`config.mk`:
```
export PLATFORM = sky130hd
export DESIGN_NAME = privUnit
export DESIGN_NICKNAME = d
export VERILOG_FILES = /design/src/hdl/csrMapPkg.sv /design/src/hdl/privTypesPkg.sv /design/src/hdl/csrFile.sv /design/src/hdl/intInputs.sv /design/src/hdl/privUnit.sv /design/src/hdl/trap.sv
export VERILOG_INCLUDE_DIRS = /design/src /design/src/hdl
export SDC_FILE = /design/constraint.sdc
export NUM_CORES = 1
export LEC_CHECK = 0
export BUFFER_PORTS_ARGS = -buffer_cell sky130_fd_sc_hd__buf_4
export CORE_MARGIN = 3
export CORE_UTILIZATION = 47
export DETAILED_ROUTE_END_ITERATION = 6
export PLACE_DENSITY = 0.82
export SYNTH_ARGS = -nofsm -noshare
export SYNTH_HDL_FRONTEND = slang
export SYNTH_SLANG_ARGS = --single-unit
export TNS_END_PERCENT = 50
```
`constraint.sdc`:
```
create_clock -name clk -period 9.6 [get_ports clk]
set_clock_uncertainty 0.1 [all_clocks]
set_input_delay 2.4 -clock clk [delete_from_list [all_inputs] [get_ports clk]]
set_output_delay 2.4 -clock clk [all_outputs]
set_load 0.01 [all_outputs]
```
`src/hdl/priv_defs.svh`:
```
/*
  privilege unit build options
  datapath width and optional architecture features
  shared by the trap logic and the CSR file
*/
`ifndef PRIV_DEFS_SVH
`define PRIV_DEFS_SVH

// data and address width, only RV32 for now
`define XLEN_P 32

// supervisor mode present
// at 0 every delegation path is tied off
`define S_SUPPORTED 1

// misaligned loads and stores handled in hardware
// at 1 misaligned faults drop below page and access faults
`define ZICCLSM_SUPPORTED 0

`endif

```
`src/hdl/csrMapPkg.sv`:
```
/*
  CSR map
  addresses of the implemented trap CSRs and the bit positions
  of the mstatus fields kept by the CSR file
*/
package csrMapPkg;

  typedef logic [11:0] csrAddrT;

  ////////////////////////////////////////////////////////////////////
  // machine level
  ////////////////////////////////////////////////////////////////////
  localparam csrAddrT CSR_MSTATUS = 12'h300;
  localparam csrAddrT CSR_MEDELEG = 12'h302;
  localparam csrAddrT CSR_MIDELEG = 12'h303;
  localparam csrAddrT CSR_MIE     = 12'h304;
  localparam csrAddrT CSR_MTVEC   = 12'h305;
  localparam csrAddrT CSR_MEPC    = 12'h341;
  localparam csrAddrT CSR_MCAUSE  = 12'h342;
  localparam csrAddrT CSR_MIP     = 12'h344;

  // supervisor level
  localparam csrAddrT CSR_STVEC   = 12'h105;
  localparam csrAddrT CSR_SEPC    = 12'h141;
  localparam csrAddrT CSR_SCAUSE  = 12'h142;

  // mstatus field positions, MPP is two bits wide
  localparam int MSTATUS_SIE  = 1;
  localparam int MSTATUS_MIE  = 3;
  localparam int MSTATUS_SPIE = 5;
  localparam int MSTATUS_MPIE = 7;
  localparam int MSTATUS_SPP  = 8;
  localparam int MSTATUS_MPP  = 11;

endpackage

```
`src/hdl/privTypesPkg.sv`:
```
/*
  privilege types
  mode encoding, 4-bit trap cause code, interrupt bit indices and
  synchronous exception codes from the privileged spec
*/
package privTypesPkg;

  // privilege mode as held in mstatus.MPP and the mode register
  typedef enum logic [1:0] {
    U_MODE = 2'b00,
    S_MODE = 2'b01,
    M_MODE = 2'b11
  } privModeT;

  typedef logic [3:0] causeT; // mcause/scause code field

  ////////////////////////////////////////////////////////////////////
  // interrupt causes, also the bit index in mip/mie/mideleg
  ////////////////////////////////////////////////////////////////////
  localparam causeT INT_SSI = 4'd1;  // supervisor software
  localparam causeT INT_MSI = 4'd3;  // machine software
  localparam causeT INT_STI = 4'd5;  // supervisor timer
  localparam causeT INT_MTI = 4'd7;  // machine timer
  localparam causeT INT_SEI = 4'd9;  // supervisor external
  localparam causeT INT_MEI = 4'd11; // machine external

  ////////////////////////////////////////////////////////////////////
  // exception causes, 10 and 14 are reserved
  ////////////////////////////////////////////////////////////////////
  localparam causeT EXC_INSTR_MISALIGNED = 4'd0;
  localparam causeT EXC_INSTR_ACCESS     = 4'd1;
  localparam causeT EXC_ILLEGAL_INSTR    = 4'd2;
  localparam causeT EXC_BREAKPOINT       = 4'd3;
  localparam causeT EXC_LOAD_MISALIGNED  = 4'd4;
  localparam causeT EXC_LOAD_ACCESS      = 4'd5;
  localparam causeT EXC_STORE_MISALIGNED = 4'd6;
  localparam causeT EXC_STORE_ACCESS     = 4'd7;
  localparam causeT EXC_ECALL_U          = 4'd8;
  localparam causeT EXC_ECALL_S          = 4'd9;
  localparam causeT EXC_ECALL_M          = 4'd11;
  localparam causeT EXC_INSTR_PAGE       = 4'd12;
  localparam causeT EXC_LOAD_PAGE        = 4'd13;
  localparam causeT EXC_STORE_PAGE       = 4'd15;

endpackage

```
`src/hdl/csrFile.sv`:
```
/*
  trap CSR file
  holds the machine and supervisor trap CSRs, serves host accesses
  over a four-phase req/ack port, updates state on trap entry and
  xret and forms the redirect PC
*/
`timescale 1ns/100ps
`include "priv_defs.svh"

module csrFile (
  input  logic                     clk,
  input  logic                     reset,
  input  logic                     csrReq,
  input  csrMapPkg::csrAddrT       csrAddr,
  input  logic                     csrWrite,
  input  logic [`XLEN_P-1:0]       csrWdata,
  output logic                     csrAck,
  output logic [`XLEN_P-1:0]       csrRdata,
  input  logic [11:0]              mipExt,
  input  logic                     trapM, interruptM, delegateM,
  input  privTypesPkg::causeT      causeM,
  input  logic [`XLEN_P-1:0]       pcM,
  input  logic                     mretM, sretM,
  output logic [11:0]              mipReg, mieReg, midelegReg,
  output logic [15:0]              medelegReg,
  output logic                     statusMie, statusSie,
  output privTypesPkg::privModeT   privMode,
  output logic                     redirect,
  output logic [`XLEN_P-1:0]       redirectPc
);
  import privTypesPkg::*;
  import csrMapPkg::*;

  localparam int          XL           = `XLEN_P;
  localparam bit          SUP_ON       = (`S_SUPPORTED != 0);
  localparam logic [11:0] MIE_MASK     = 12'haaa;                      // the six int bits
  localparam logic [11:0] MIP_SW_MASK  = SUP_ON ? 12'h222 : 12'h000;   // SSIP, STIP, SEIP
  localparam logic [11:0] MIDELEG_MASK = SUP_ON ? 12'h222 : 12'h000;
  localparam logic [15:0] MEDELEG_MASK = SUP_ON ? 16'hb3ff : 16'h0000; // no ecall-M, reserved

  logic             statusMpie, statusSpie, statusSpp;
  privModeT         statusMpp;
  logic [11:0]      mipSw;                        // software-set pending bits
  logic [XL-1:0]    mtvec, stvec, mepc, sepc, mcause, scause;
  logic [XL-1:0]    statusVal, readVal, tvec, tvecBase;
  logic             accPend, doAccess;             // request seen, waiting to be serviced

  assign mipReg   = mipExt | mipSw;
  assign doAccess = accPend & ~trapM;             // trap updates win the edge

  ////////////////////////////////////////////////////////////////////
  // redirect target
  ////////////////////////////////////////////////////////////////////
  assign redirect = trapM | mretM | sretM;
  assign tvec     = delegateM ? stvec : mtvec;
  assign tvecBase = {tvec[XL-1:2], 2'b00};

  always_comb begin
    if (trapM) begin
      if (interruptM & tvec[0]) redirectPc = tvecBase + {{(XL-6){1'b0}}, causeM, 2'b00}; // vectored
      else                      redirectPc = tvecBase;
    end else if (mretM) redirectPc = mepc;
    else                redirectPc = sepc;
  end

  // mstatus view and read mux
  always_comb begin
    statusVal                    = '0;
    statusVal[MSTATUS_SIE]       = statusSie;
    statusVal[MSTATUS_MIE]       = statusMie;
    statusVal[MSTATUS_SPIE]      = statusSpie;
    statusVal[MSTATUS_MPIE]      = statusMpie;
    statusVal[MSTATUS_SPP]       = statusSpp;
    statusVal[MSTATUS_MPP +: 2]  = statusMpp;
    case (csrAddr)
      CSR_MSTATUS: readVal = statusVal;
      CSR_MEDELEG: readVal = {{(XL-16){1'b0}}, medelegReg};
      CSR_MIDELEG: readVal = {{(XL-12){1'b0}}, midelegReg};
      CSR_MIE:     readVal = {{(XL-12){1'b0}}, mieReg};
      CSR_MIP:     readVal = {{(XL-12){1'b0}}, mipReg};
      CSR_MTVEC:   readVal = mtvec;
      CSR_MEPC:    readVal = mepc;
      CSR_MCAUSE:  readVal = mcause;
      CSR_STVEC:   readVal = stvec;
      CSR_SEPC:    readVal = sepc;
      CSR_SCAUSE:  readVal = scause;
      default:     readVal = '0;
    endcase
  end

  ////////////////////////////////////////////////////////////////////
  // state updates: trap, then xret, then host port
  ////////////////////////////////////////////////////////////////////
  always_ff @(posedge clk) begin
    if (reset) begin
      {statusMie, statusSie, statusMpie, statusSpie, statusSpp} <= '0;
      statusMpp  <= U_MODE;
      privMode   <= M_MODE;
      {mieReg, mipSw, midelegReg, medelegReg} <= '0;
      {mtvec, stvec, mepc, sepc, mcause, scause} <= '0;
      accPend    <= 1'b0;
      csrAck     <= 1'b0;
    end else begin
      if (trapM & delegateM) begin           // supervisor entry
        sepc       <= pcM;
        scause     <= {interruptM, {(XL-5){1'b0}}, causeM};
        statusSpie <= statusSie;
        statusSie  <= 1'b0;
        statusSpp  <= (privMode == S_MODE);
        privMode   <= S_MODE;
      end else if (trapM) begin              // machine entry
        mepc       <= pcM;
        mcause     <= {interruptM, {(XL-5){1'b0}}, causeM};
        statusMpie <= statusMie;
        statusMie  <= 1'b0;
        statusMpp  <= privMode;
        privMode   <= M_MODE;
      end else if (mretM) begin
        privMode   <= statusMpp;
        statusMie  <= statusMpie;
        statusMpie <= 1'b0;
        statusMpp  <= U_MODE;
      end else if (sretM) begin
        privMode   <= statusSpp ? S_MODE : U_MODE;
        statusSie  <= statusSpie;
        statusSpie <= 1'b0;
        statusSpp  <= 1'b0;
      end

      // four-phase handshake
      if (csrReq & ~csrAck & ~accPend) accPend <= 1'b1;
      else if (doAccess) begin
        accPend <= 1'b0;
        csrAck  <= 1'b1;
      end else if (csrAck & ~csrReq) csrAck <= 1'b0; // host let go

      if (doAccess & csrWrite) begin
        case (csrAddr)
          CSR_MSTATUS: begin
            statusSie  <= csrWdata[MSTATUS_SIE] & SUP_ON;
            statusMie  <= csrWdata[MSTATUS_MIE];
            statusSpie <= csrWdata[MSTATUS_SPIE] & SUP_ON;
            statusMpie <= csrWdata[MSTATUS_MPIE];
            statusSpp  <= csrWdata[MSTATUS_SPP] & SUP_ON;
            statusMpp  <= privModeT'(csrWdata[MSTATUS_MPP +: 2]);
          end
          CSR_MEDELEG: medelegReg <= csrWdata[15:0] & MEDELEG_MASK;
          CSR_MIDELEG: midelegReg <= csrWdata[11:0] & MIDELEG_MASK;
          CSR_MIE:     mieReg     <= csrWdata[11:0] & MIE_MASK;
          CSR_MIP:     mipSw      <= csrWdata[11:0] & MIP_SW_MASK;
          CSR_MTVEC:   mtvec      <= {csrWdata[XL-1:2], 1'b0, csrWdata[0]}; // bit 1 reserved
          CSR_STVEC:   stvec      <= {csrWdata[XL-1:2], 1'b0, csrWdata[0]};
          CSR_MEPC:    mepc       <= {csrWdata[XL-1:2], 2'b00};
          CSR_SEPC:    sepc       <= {csrWdata[XL-1:2], 2'b00};
          CSR_MCAUSE:  mcause     <= csrWdata;
          CSR_SCAUSE:  scause     <= csrWdata;
          default: ;
        endcase
      end
    end
  end

  // read data, value before any write of the same access
  always_ff @(posedge clk) begin
    if (doAccess) csrRdata <= readVal;
  end

endmodule

```
`src/hdl/intInputs.sv`:
```
/*
  interrupt inputs
  two-flop synchronizers for the asynchronous interrupt lines,
  placed at their mip bit positions
*/
`timescale 1ns/100ps

module intInputs (
  input  logic        clk,
  input  logic        reset,
  input  logic        extIntM,   // platform external, machine
  input  logic        extIntS,   // platform external, supervisor
  input  logic        timerIntM, // mtime compare
  input  logic        softIntM,  // msip from the CLINT
  output logic [11:0] mipExt     // hardware-owned pending bits
);
  import privTypesPkg::*;

  logic [3:0] syncA, syncB; // first and second stage

  always_ff @(posedge clk) begin
    if (reset) begin
      syncA <= '0;
      syncB <= '0;
    end else begin
      syncA <= {extIntM, extIntS, timerIntM, softIntM};
      syncB <= syncA;
    end
  end

  // software bits are merged in the CSR file
  always_comb begin
    mipExt          = '0;
    mipExt[INT_MEI] = syncB[3];
    mipExt[INT_SEI] = syncB[2];
    mipExt[INT_MTI] = syncB[1];
    mipExt[INT_MSI] = syncB[0];
  end

endmodule

```
`src/hdl/privUnit.sv`:
```
/*
  privilege unit top
  interrupt synchronizers, M-stage trap decision and the trap CSR file
*/
`timescale 1ns/100ps
`include "priv_defs.svh"

module privUnit (
  input  logic                   clk,
  input  logic                   reset,
  input  logic                   instrMisalignedFault, instrAccessFault, instrPageFault,
  input  logic                   illegalInstrFault, breakpointFault, ecallFault,
  input  logic                   loadMisalignedFault, storeMisalignedFault,
  input  logic                   loadAccessFault, storeAccessFault,
  input  logic                   loadPageFault, storePageFault,
  input  logic                   instrValidM, committedM, committedF, wfiM, wfiW,
  input  logic [`XLEN_P-1:0]     pcM,
  input  logic                   mretM, sretM,
  input  logic                   extIntM, extIntS, timerIntM, softIntM,
  input  logic                   csrReq,        // host port
  input  csrMapPkg::csrAddrT     csrAddr,
  input  logic                   csrWrite,
  input  logic [`XLEN_P-1:0]     csrWdata,
  output logic                   csrAck,
  output logic [`XLEN_P-1:0]     csrRdata,
  output logic                   trapM, interruptM, exceptionM, intPendingM, delegateM,
  output privTypesPkg::causeT    causeM,
  output logic                   redirect,
  output logic [`XLEN_P-1:0]     redirectPc,
  output privTypesPkg::privModeT privMode
);

  logic [11:0] mipExt;                              // synchronized hw pending bits
  logic [11:0] mipReg, mieReg, midelegReg;
  logic [15:0] medelegReg;
  logic        statusMie, statusSie;

  intInputs uIntInputs (
    .clk, .reset, .extIntM, .extIntS, .timerIntM, .softIntM, .mipExt
  );

  // combinational M-stage decision
  trap uTrap (
    .reset, .instrMisalignedFault, .instrAccessFault, .instrPageFault,
    .illegalInstrFault, .breakpointFault, .ecallFault,
    .loadMisalignedFault, .storeMisalignedFault, .loadAccessFault, .storeAccessFault,
    .loadPageFault, .storePageFault, .instrValidM, .committedM, .committedF,
    .wfiM, .wfiW, .privMode, .mipReg, .mieReg, .midelegReg, .medelegReg,
    .statusMie, .statusSie, .trapM, .interruptM, .exceptionM, .intPendingM,
    .delegateM, .causeM
  );

  csrFile uCsrFile (
    .clk, .reset, .csrReq, .csrAddr, .csrWrite, .csrWdata, .csrAck, .csrRdata,
    .mipExt, .trapM, .interruptM, .delegateM, .causeM, .pcM, .mretM, .sretM,
    .mipReg, .mieReg, .midelegReg, .medelegReg, .statusMie, .statusSie,
    .privMode, .redirect, .redirectPc
  );

endmodule

```
`src/hdl/trap.sv`:
```
/*
  trap decision
  decides in the M stage whether an interrupt or exception is taken,
  picks the cause by privileged spec priority and whether the trap
  is delegated to the supervisor handler
*/
`timescale 1ns/100ps
`include "priv_defs.svh"

module trap (
  input  logic                   reset,
  input  logic                   instrMisalignedFault, instrAccessFault, instrPageFault,
  input  logic                   illegalInstrFault, breakpointFault, ecallFault,
  input  logic                   loadMisalignedFault, storeMisalignedFault,
  input  logic                   loadAccessFault, storeAccessFault,
  input  logic                   loadPageFault, storePageFault,
  input  logic                   instrValidM,            // M stage holds a real instruction
  input  logic                   committedM, committedF, // bus op under way, not interruptible
  input  logic                   wfiM, wfiW,
  input  privTypesPkg::privModeT privMode,
  input  logic [11:0]            mipReg, mieReg, midelegReg,
  input  logic [15:0]            medelegReg,
  input  logic                   statusMie, statusSie,
  output logic                   trapM,
  output logic                   interruptM,
  output logic                   exceptionM,
  output logic                   intPendingM,             // pending and enabled, even if masked
  output logic                   delegateM,               // goes to the S handler
  output privTypesPkg::causeT    causeM
);
  import privTypesPkg::*;

  localparam bit SUP_ON   = (`S_SUPPORTED != 0);
  localparam bit MIS_HIGH = (`ZICCLSM_SUPPORTED == 0); // misaligned always traps

  logic        mGlobalEn, sGlobalEn;
  logic [11:0] delegInts;             // mideleg, tied off without S mode
  logic [11:0] pendingInts, enabledInts, validInts;
  logic [15:0] delegVec;              // per-cause delegate bits
  causeT       ecallCause;

  //////////////////////////////////////////////////////////////////////
  // interrupt masking
  //////////////////////////////////////////////////////////////////////
  assign mGlobalEn   = (privMode != M_MODE) | statusMie; // lower modes always see M ints
  assign sGlobalEn   = (privMode == U_MODE) | ((privMode == S_MODE) & statusSie);
  assign delegInts   = SUP_ON ? midelegReg : 12'h000;
  assign pendingInts = mipReg & mieReg;
  assign intPendingM = |pendingInts;
  assign enabledInts = ({12{mGlobalEn}} & pendingInts & ~delegInts) |
                       ({12{sGlobalEn}} & pendingInts & delegInts);
  assign validInts   = {12{~(committedM | committedF)}} & enabledInts;

  // hold off until a wfi reaches W, and never on a flushed slot
  assign interruptM  = ~reset & (|validInts) & instrValidM & (~wfiM | wfiW);

  assign exceptionM  = instrMisalignedFault | instrAccessFault | instrPageFault |
                       illegalInstrFault | breakpointFault | ecallFault |
                       loadMisalignedFault | storeMisalignedFault |
                       loadAccessFault | storeAccessFault | loadPageFault | storePageFault;

  assign trapM       = ~reset & ((exceptionM & ~committedF) | interruptM);

  // delegation only from S or U, M traps never go down
  assign delegVec    = interruptM ? {4'h0, delegInts} : medelegReg;
  assign delegateM   = SUP_ON & delegVec[causeM] & (privMode != M_MODE);

  // ecall code is 8 plus the mode
  assign ecallCause  = (privMode == M_MODE) ? EXC_ECALL_M :
                       (privMode == S_MODE) ? EXC_ECALL_S : EXC_ECALL_U;

  //////////////////////////////////////////////////////////////////////
  // cause priority
  //////////////////////////////////////////////////////////////////////
  always_comb begin
    if      (reset)                              causeM = EXC_INSTR_MISALIGNED; // cause 0
    else if (validInts[INT_MEI])                 causeM = INT_MEI;
    else if (validInts[INT_MSI])                 causeM = INT_MSI;
    else if (validInts[INT_MTI])                 causeM = INT_MTI;
    else if (validInts[INT_SEI])                 causeM = INT_SEI;
    else if (validInts[INT_SSI])                 causeM = INT_SSI;
    else if (validInts[INT_STI])                 causeM = INT_STI;
    else if (instrPageFault)                     causeM = EXC_INSTR_PAGE;
    else if (instrAccessFault)                   causeM = EXC_INSTR_ACCESS;
    else if (illegalInstrFault)                  causeM = EXC_ILLEGAL_INSTR;
    else if (instrMisalignedFault)               causeM = EXC_INSTR_MISALIGNED;
    else if (breakpointFault)                    causeM = EXC_BREAKPOINT;
    else if (ecallFault)                         causeM = ecallCause;
    else if (storeMisalignedFault & MIS_HIGH)    causeM = EXC_STORE_MISALIGNED;
    else if (loadMisalignedFault & MIS_HIGH)     causeM = EXC_LOAD_MISALIGNED;
    else if (storePageFault)                     causeM = EXC_STORE_PAGE;
    else if (loadPageFault)                      causeM = EXC_LOAD_PAGE;
    else if (storeAccessFault)                   causeM = EXC_STORE_ACCESS;
    else if (loadAccessFault)                    causeM = EXC_LOAD_ACCESS;
    else if (storeMisalignedFault)               causeM = EXC_STORE_MISALIGNED; // hw-handled case
    else if (loadMisalignedFault)                causeM = EXC_LOAD_MISALIGNED;
    else                                         causeM = EXC_INSTR_MISALIGNED;
  end

endmodule

```
Yosys cells after proc, flatten, opt, wreduce, memory -nomap -nowiden
Index checks and enable logic that the tools add are counted.
Widths: inputs -> output; s select.
{"block": "classes", "addsub": 1, "magnitude_cmp": 1, "n_eq_ne": 14, "mux": 85, "bitwise_logic": 50, "n_reduce_logical": 15}
{"cell": "$mux 32", "n": 18}
{"cell": "$pmux 32 s11", "n": 1}
{"cell": "$eq 12x10->1 const B", "n": 8}
{"cell": "$mux 4", "n": 19}
{"cell": "$and 12x12->12", "n": 5}
{"cell": "$eq 12x9->1 const B", "n": 3}
{"cell": "$mux 1", "n": 35}
{"cell": "$add 32x6->32", "n": 1}
{"cell": "$reduce_or 12->1", "n": 2}
{"cell": "$mux 2", "n": 9}
{"cell": "$or 1x1->1", "n": 18}
{"cell": "$mux 16", "n": 1}
{"cell": "$and 1x1->1", "n": 14}
{"cell": "$reduce_and 2->1", "n": 7}
{"cell": "$and 12x10->12", "n": 1}
{"cell": "$not 10->12", "n": 1}
{"cell": "$or 12x10->12", "n": 1}
{"cell": "$or 12x12->12", "n": 1}
{"cell": "$not 1->1", "n": 9}
{"cell": "$reduce_bool 2->1", "n": 3}
{"cell": "$lt 4x5->1 const B", "n": 1}
{"cell": "$bmux 1 s4", "n": 1}
{"cell": "$reduce_bool 4->1", "n": 1}
{"cell": "$mux 3", "n": 1}
{"cell": "other kinds (5)", "n": 5}
{"block": "totals", "regBits": 266, "in_bits": 103, "output_inout_bits": 77, "elab_cells": 189}

Longest topological paths before layout
{"block": "logic_depth", "word_depth": 26, "ltp_mapped": 25, "mapped_depth_nobuf": 21}

By module
Synthesis repeated with hierarchy kept, for this count alone.
{"block": "hier_totals", "hier_cells": 1847, "area_unflattened_um2": 14968.1}
{"mod": "csrFile", "n_inst": 1, "cells_each": 1658, "area_each_um2": 13594.3, "seq_area_each_um2": 5485.3}
{"mod": "trap", "n_inst": 1, "cells_each": 164, "area_each_um2": 1099.8, "seq_area_each_um2": 0.0}
{"mod": "intInputs", "n_inst": 1, "cells_each": 25, "area_each_um2": 274.0, "seq_area_each_um2": 160.2}

Least setup slack after synthesis
No wires, ideal clock.
{"block": "synth_path", "path_type": "input to output", "from": "in committedF", "to": "out redirectPc[30]", "arrival_ns": 7.089, "required_ns": 7.100, "slack_ns": 0.011, "stages": 22, "n_path_buf": 1, "cell_sequence": "or2_0 > a2111o_1 > o21a_1 > a41o_1 > inv_2 > mux4_2 > o2bb2ai_2 > o211ai_2 > buf_6 > mux2_1 > ha_1 > inv_1 > fa_1 > nor2b_1 > o21ai_0 > inv_1 > o21ai_1 > or4_1 > nor3_1 > xor2_1 > mux2i_1 > a21oi_1"}
{"block": "synth_between", "elab_chain_cells": 17, "word_cells_on_any_way": 27, "classes_between": "add/sub (1); mux (13); bitwise (12); reduce/logical (1)"}
{"item": "from (decl)", "line": "privUnit.sv:16", "text": "input logic instrValidM, committedM, committedF, wfiM, wfiW,"}
{"item": "$or 1x1->1 *", "line": "trap.sv:52", "text": "assign validInts = {12{~(committedM | committedF)}} & enabledInts;"}
{"item": "$not 1->1 *", "line": "trap.sv:52"}
{"item": "$and 12x12->12 *", "line": "trap.sv:52"}
{"item": "$mux 4", "line": "trap.sv:82", "text": "else if (validInts[INT_STI]) causeM = INT_STI;"}
{"item": "$mux 4", "line": "trap.sv:81", "text": "else if (validInts[INT_SSI]) causeM = INT_SSI;"}
{"item": "$mux 4", "line": "trap.sv:80", "text": "else if (validInts[INT_SEI]) causeM = INT_SEI;"}
{"item": "$mux 4", "line": "trap.sv:79", "text": "else if (validInts[INT_MTI]) causeM = INT_MTI;"}
{"item": "$mux 4", "line": "trap.sv:78", "text": "else if (validInts[INT_MSI]) causeM = INT_MSI;"}
{"item": "[... 2 more ...]"}
{"item": "named net causeM[0]", "line": "privUnit.sv:27", "text": "output privTypesPkg::causeT causeM,"}
{"item": "$bmux 1 s4", "line": "trap.sv:66", "text": "assign delegateM = SUP_ON & delegVec[causeM] & (privMode != M_MODE);"}
{"item": "$mux 1 (implied by the code)", "line": "trap.sv:66"}
{"item": "$and 1x1->1", "line": "trap.sv:66"}
{"item": "$mux 32", "line": "csrFile.sv:55", "text": "assign tvec = delegateM ? stvec : mtvec;"}
{"item": "$add 32x6->32 / $and 1x1->1 (equally long branches)", "line": "csrFile.sv:60", "text": "if (interruptM & tvec[0]) redirectPc = tvecBase + {{(XL-6){1'b0}}, causeM, 2'b00};"}
{"item": "$mux 32 *", "line": "csrFile.sv:60"}
{"item": "$mux 32 *", "line": "csrFile.sv:59", "text": "if (trapM) begin"}
{"item": "to (decl)", "line": "privUnit.sv:29", "text": "output logic [`XLEN_P-1:0] redirectPc,"}
The timed path passes the listed nets; every way through them passes the cells marked *. The select of a mux whose other input is x is not followed.

Final worst setup path
{"block": "layout_path", "from": "in loadAccessFault", "to": "out redirectPc[30]"}
{"block": "layout_between", "elab_chain_cells": 26, "word_cells_on_any_way": 34, "classes_between": "add/sub (1); mux (24); bitwise (9)"}
{"item": "from (decl)", "line": "privUnit.sv:14", "text": "input logic loadAccessFault, storeAccessFault,"}
{"item": "$mux 3", "line": "trap.sv:94", "text": "else if (loadAccessFault) causeM = EXC_LOAD_ACCESS;"}
{"item": "$mux 4", "line": "trap.sv:93", "text": "else if (storeAccessFault) causeM = EXC_STORE_ACCESS;"}
{"item": "$mux 4", "line": "trap.sv:92", "text": "else if (loadPageFault) causeM = EXC_LOAD_PAGE;"}
{"item": "$mux 4", "line": "trap.sv:91", "text": "else if (storePageFault) causeM = EXC_STORE_PAGE;"}
{"item": "$mux 4", "line": "trap.sv:90", "text": "else if (loadMisalignedFault & MIS_HIGH) causeM = EXC_LOAD_MISALIGNED;"}
{"item": "$mux 4", "line": "trap.sv:89", "text": "else if (storeMisalignedFault & MIS_HIGH) causeM = EXC_STORE_MISALIGNED;"}
{"item": "$mux 4", "line": "trap.sv:88", "text": "else if (ecallFault) causeM = ecallCause;"}
{"item": "$mux 4", "line": "trap.sv:87", "text": "else if (breakpointFault) causeM = EXC_BREAKPOINT;"}
{"item": "[... 10 more ...]"}
{"item": "$mux 4", "line": "trap.sv:76", "text": "if (reset) causeM = EXC_INSTR_MISALIGNED;"}
{"item": "$bmux 1 s4", "line": "trap.sv:66"}
{"item": "$mux 1 (implied by the code)", "line": "trap.sv:66"}
{"item": "$and 1x1->1", "line": "trap.sv:66"}
{"item": "$mux 32", "line": "csrFile.sv:55"}
{"item": "$add 32x6->32 / $and 1x1->1 (equally long branches)", "line": "csrFile.sv:60"}
{"item": "$mux 32", "line": "csrFile.sv:60"}
{"item": "$mux 32 *", "line": "csrFile.sv:59"}
Mark *: on every way between the ends. The rest lies on a longest branch, timed or not. The select of a mux whose other input is x is not followed.

==> flow_summary.json <==
{
  "status": "complete, but fails checks",
  "violations": "DRC",
  "placementRows": 62,
  "flow.area_growth_from_synthesis_pct": 21.89,
  "num-nets-final": 2008,
  "post-place-ws_ps": -327.3,
  "reg2regPathDepth": 15,
  "cts_num_sinks": 266,
  "postCtsHoldBufs": 0,
  "power_density_nw_per_um2": 150.6,
  "worst_setup_path_end_kind": "output pin",
  "postSynthNetCount": 1871,
  "final_hold_viol_count": 0,
  "r2r-start": "uCsrFile.privMode[0]",
  "grt_pass1_wl_um": 78870,
  "timing.hold.worst.class": "flop to flop",
  "footprint_of_the_multi_input_gates_um2": 7824,
  "finalWorstPathRequiredPeriod_ps": 9566,
  "finalWorstSetupSlack_ps": 33.65,
  "hold_depth": 1,
  "cp_max_fo": 5,
  "cts_tree": "done",
  "syn_area_um2": 13860,
  "post_synthesis_instance_total": 1763,
  "via_per_inst": 6.501,
  "flip_flop_and_latch_count_after_synthesis": 266,
  "crit_path_cell_trace": "buf_6, or4_4, o311a_1, a311o_1, o311a_4, mux4_2, o2bb2ai_4, o211ai_4, mux2_4, ha_4, inv_2, fa_2, nor2b_2, o21ai_1, inv_1, o21ai_2, or4_4, nor3_4, xor2_1, mux2i_1, a21oi_1, buf_4",
  "drtAntennaViolNets": 0,
  "place_inst": 2251,
  "avg_synthesized_cell_area_um2": 7.860,
  "slowest_stage": "sky130_fd_sc_hd__or4_4",
  "power.ir.vdd_worst_mv": 0.1521,
  "power.static_leakage_nw": 6.057,
  "finalWirelength_um": 51410,
  "detail_route.drc_violations": 12,
  "die_outline_area_um2": 31580,
  "synth.distinct_cells": 77,
  "r2r_end": "uCsrFile.statusMpp[0]",
  "sequential_cell_area_um2": 5645,
  "hpwl_um": 32280,
  "via_count_of_the_first_global_routing_pass": 14340,
  "iteration_0_drc_count_of_the_detailed_router": 2108,
  "design_power_total_mw": 2.543,
  "design.core.area_um2": 28860,
  "grt-ovfl-total": 0,
  "worst_hold_slack_ps": 333.6,
  "maxSlewViolCount": 0,
  "antenna_found_initial": 0,
  "grt_overall_usage": 0.3127,
  "post_route_cells_drive_above_1_share": 0.1878,
  "design_area_um2": 16890,
  "cts.htree.levels": 1,
  "worst-endpoint-required_ps": 7100,
  "relSlewSlack": 0.08240,
  "cts.clk_slew.worst_paths_ps": 50,
  "seq_area_frac_synth": 0.4074,
  "final.period_utilization": 0.9965,
  "dr.pass1.iters": 7,
  "initial_util": 0.4802,
  "synth-edff-count": 32,
  "setup.worst_path.start": "loadAccessFault",
  "post_drt_wl_per_cell_um": 22.29,
  "clock_insertion_delay_worst_skew_ps": 560,
  "dr_total_vias": 15000,
  "async_set_reset_flop_share_out_of_synthesis": 0,
  "cp_common_cell": "sky130_fd_sc_hd__or4_4",
  "num-fill-cells": 2571,
  "port-buffer-count": 179,
  "routabilityCongestion": 0.9645,
  "critical_path_arrival_ps": 7070,
  "max_cap_viol_count": 0,
  "dieWidth_um": 177.7,
  "criticalPathCategory": "input port to output pin",
  "unrepaired_setup_endpoints_after_global_routing": "yes",
  "min_from": "uIntInputs.syncA[0]",
  "setup_viol": 0,
  "reg2reg_slack_ps": 4360,
  "numCtsBuffers": 30,
  "yosys_warnings": 0,
  "clock_path_buffers": 3,
  "slowest_delay_ps": 600,
  "dpl_cell_area_um2": 15660,
  "worstMarginPinSlew_ps": 1373,
  "setup.worst_path.start_class": "input port",
  "cts.root.buffer_cell": "sky130_fd_sc_hd__clkbuf_16",
  "ys_dominant_reg_cell": "sky130_fd_sc_hd__dfxtp_1",
  "die_h_um": 177.7,
  "min_delay_worst_endpoint": "uIntInputs.syncB[0]",
  "max_freq_mhz": 104.5,
  "layout.cells.non_filler": 2307,
  "ios": 180,
  "largest_net_degree_at_the_start_of_global_routing": 94
}
==> worst max-delay path by stage <==
stage | endpoint | slack [ps] | depth (start not counted)
2_1_floorplan | redirectPc[30] | 10 | 22
3_3_place_gp | redirectPc[30] | -80 | 23
3_5_place_dp | redirectPc[30] | -330 | 23
4_1_cts | redirectPc[30] | 20 | 21
5_1_grt | redirectPc[30] | -90 | 23
6_report | redirectPc[30] | 30 | 22
==> layer usage <==
layer	vias up	track usage	routed length, um
li1	6657	-	-
met1	7119	0.4141	19840
met2	1019	0.4970	23610
met3	202	0.05092	5637
met4	0	0.1512	2327
met5	-	0	0
==> power by group <==
part	leakage (nW)	internal, mW	switching (mW)	total, mW
Combinational	3.34	0.0890	0.133	0.222
Sequential	2.22	1.14	0.0138	1.16
Clock	0.494	0.698	0.467	1.17
Total	6.06	1.93	0.614	2.54
==> cells by family after synthesis <==
group / Yosys count / synth area share
flip-flops: 266 / 0.4074
adder cells (fa/ha/maj): 5 / 0.005057
buffers and inverters: 158 / 0.04740
AND/OR/NAND/NOR: 777 / 0.2429
AO/OA/AOI/OAI: 461 / 0.2294
XOR/XNOR: 45 / 0.02844
multiplexers: 51 / 0.03937
==> stage by stage <==
stage,setup TNS [ps],utilization
2_1_floorplan,0,-
3_3_place_gp,-108.1,0.5426
3_5_place_dp,-1314,0.5426
4_1_cts,0,0.5799
5_1_grt,-129.3,0.5852
6_report,0,0.5853
==> Yosys cell counts (9+ instances only) <==
cell type / count / share of area
sky130_fd_sc_hd__nand2_1: 426 / 0.12
sky130_fd_sc_hd__dfxtp_1: 234 / 0.34
sky130_fd_sc_hd__a21oi_1: 167 / 0.060
sky130_fd_sc_hd__nand3_1: 131 / 0.047
sky130_fd_sc_hd__nor2_1: 112 / 0.030
sky130_fd_sc_hd__clkbuf_1: 103 / 0.028
sky130_fd_sc_hd__a22oi_1: 87 / 0.047
sky130_fd_sc_hd__a311oi_1: 68 / 0.043
sky130_fd_sc_hd__mux2i_1: 41 / 0.030
sky130_fd_sc_hd__edfxtp_1: 32 / 0.069
sky130_fd_sc_hd__xnor2_1: 26 / 0.016
sky130_fd_sc_hd__o21ai_0: 25 / 0.0090
sky130_fd_sc_hd__buf_2: 23 / 0.0083
sky130_fd_sc_hd__nor2b_1: 23 / 0.010
sky130_fd_sc_hd__o211ai_1: 19 / 0.010
sky130_fd_sc_hd__xor2_1: 19 / 0.012
sky130_fd_sc_hd__a211oi_1: 17 / 0.0092
sky130_fd_sc_hd__nand4_1: 15 / 0.0068
sky130_fd_sc_hd__a221oi_1: 13 / 0.0082
sky130_fd_sc_hd__buf_1: 13 / 0.0035
sky130_fd_sc_hd__nor3_1: 13 / 0.0047
sky130_fd_sc_hd__and2_1: 12 / 0.0054
sky130_fd_sc_hd__inv_1: 11 / 0.0030
sky130_fd_sc_hd__a222oi_1: 10 / 0.0072
sky130_fd_sc_hd__nor4_1: 9 / 0.0041
==> timing repair <==
item	in CTS	in global routing
setup endpoints to repair	17	24
buffers inserted	1	0
pin swaps	6	19
hold endpoints to repair	0	0
gates resized for setup	17	30
==> flip-flops by register name, summed over array words and instances (netlist names), 2 cells and up <==
name                 cells
uCsrFile.midelegReg      3
uCsrFile.mieReg          6
uCsrFile.statusMpp       2
uCsrFile.sepc           32
uCsrFile.medelegReg     13
uIntInputs.syncB         4
uCsrFile.scause         32
uCsrFile.mipSw           3
uIntInputs.syncA         4
uCsrFile.stvec          31
uCsrFile.mepc           32
uCsrFile.csrRdata       32
uCsrFile.mcause         32
uCsrFile.privMode        2
uCsrFile.mtvec          31
==> placed cells by master, fill, tap and decap left out, types with 31 or more instances in the layout <==
cell type	n
sky130_fd_sc_hd__nand2_1	422
sky130_fd_sc_hd__a311oi_1	68
sky130_fd_sc_hd__dfxtp_1	234
sky130_fd_sc_hd__mux2i_1	39
sky130_fd_sc_hd__nor2_1	106
sky130_fd_sc_hd__buf_4	242
sky130_fd_sc_hd__a22oi_1	87
sky130_fd_sc_hd__edfxtp_1	32
sky130_fd_sc_hd__clkbuf_16	31
sky130_fd_sc_hd__a21oi_1	166
sky130_fd_sc_hd__nand3_1	131
==> cell type report <==
cell class	count	share of cell area
multi-input cells	1339	0.4632
flip-flops and latches	266	0.3342
repair buffers	248	0.1116
clock buffers	41	0.05052
well taps	384	0.02845
clock inverters	13	0.008519
inverters	15	0.003334
diodes	1	0.0001482
==> critical path: cells and delay by family <==
kind	cells	cell delay [ps]
AOI/OAI and AO/OA	8	1440
muxes	3	780
adders and majority gates	2	520
xor gates and xnor gates	1	90
and+or+nand+nor	4	1410
buffers and inverters	4	420
Note: power is estimated with default switching activity, not from simulation.
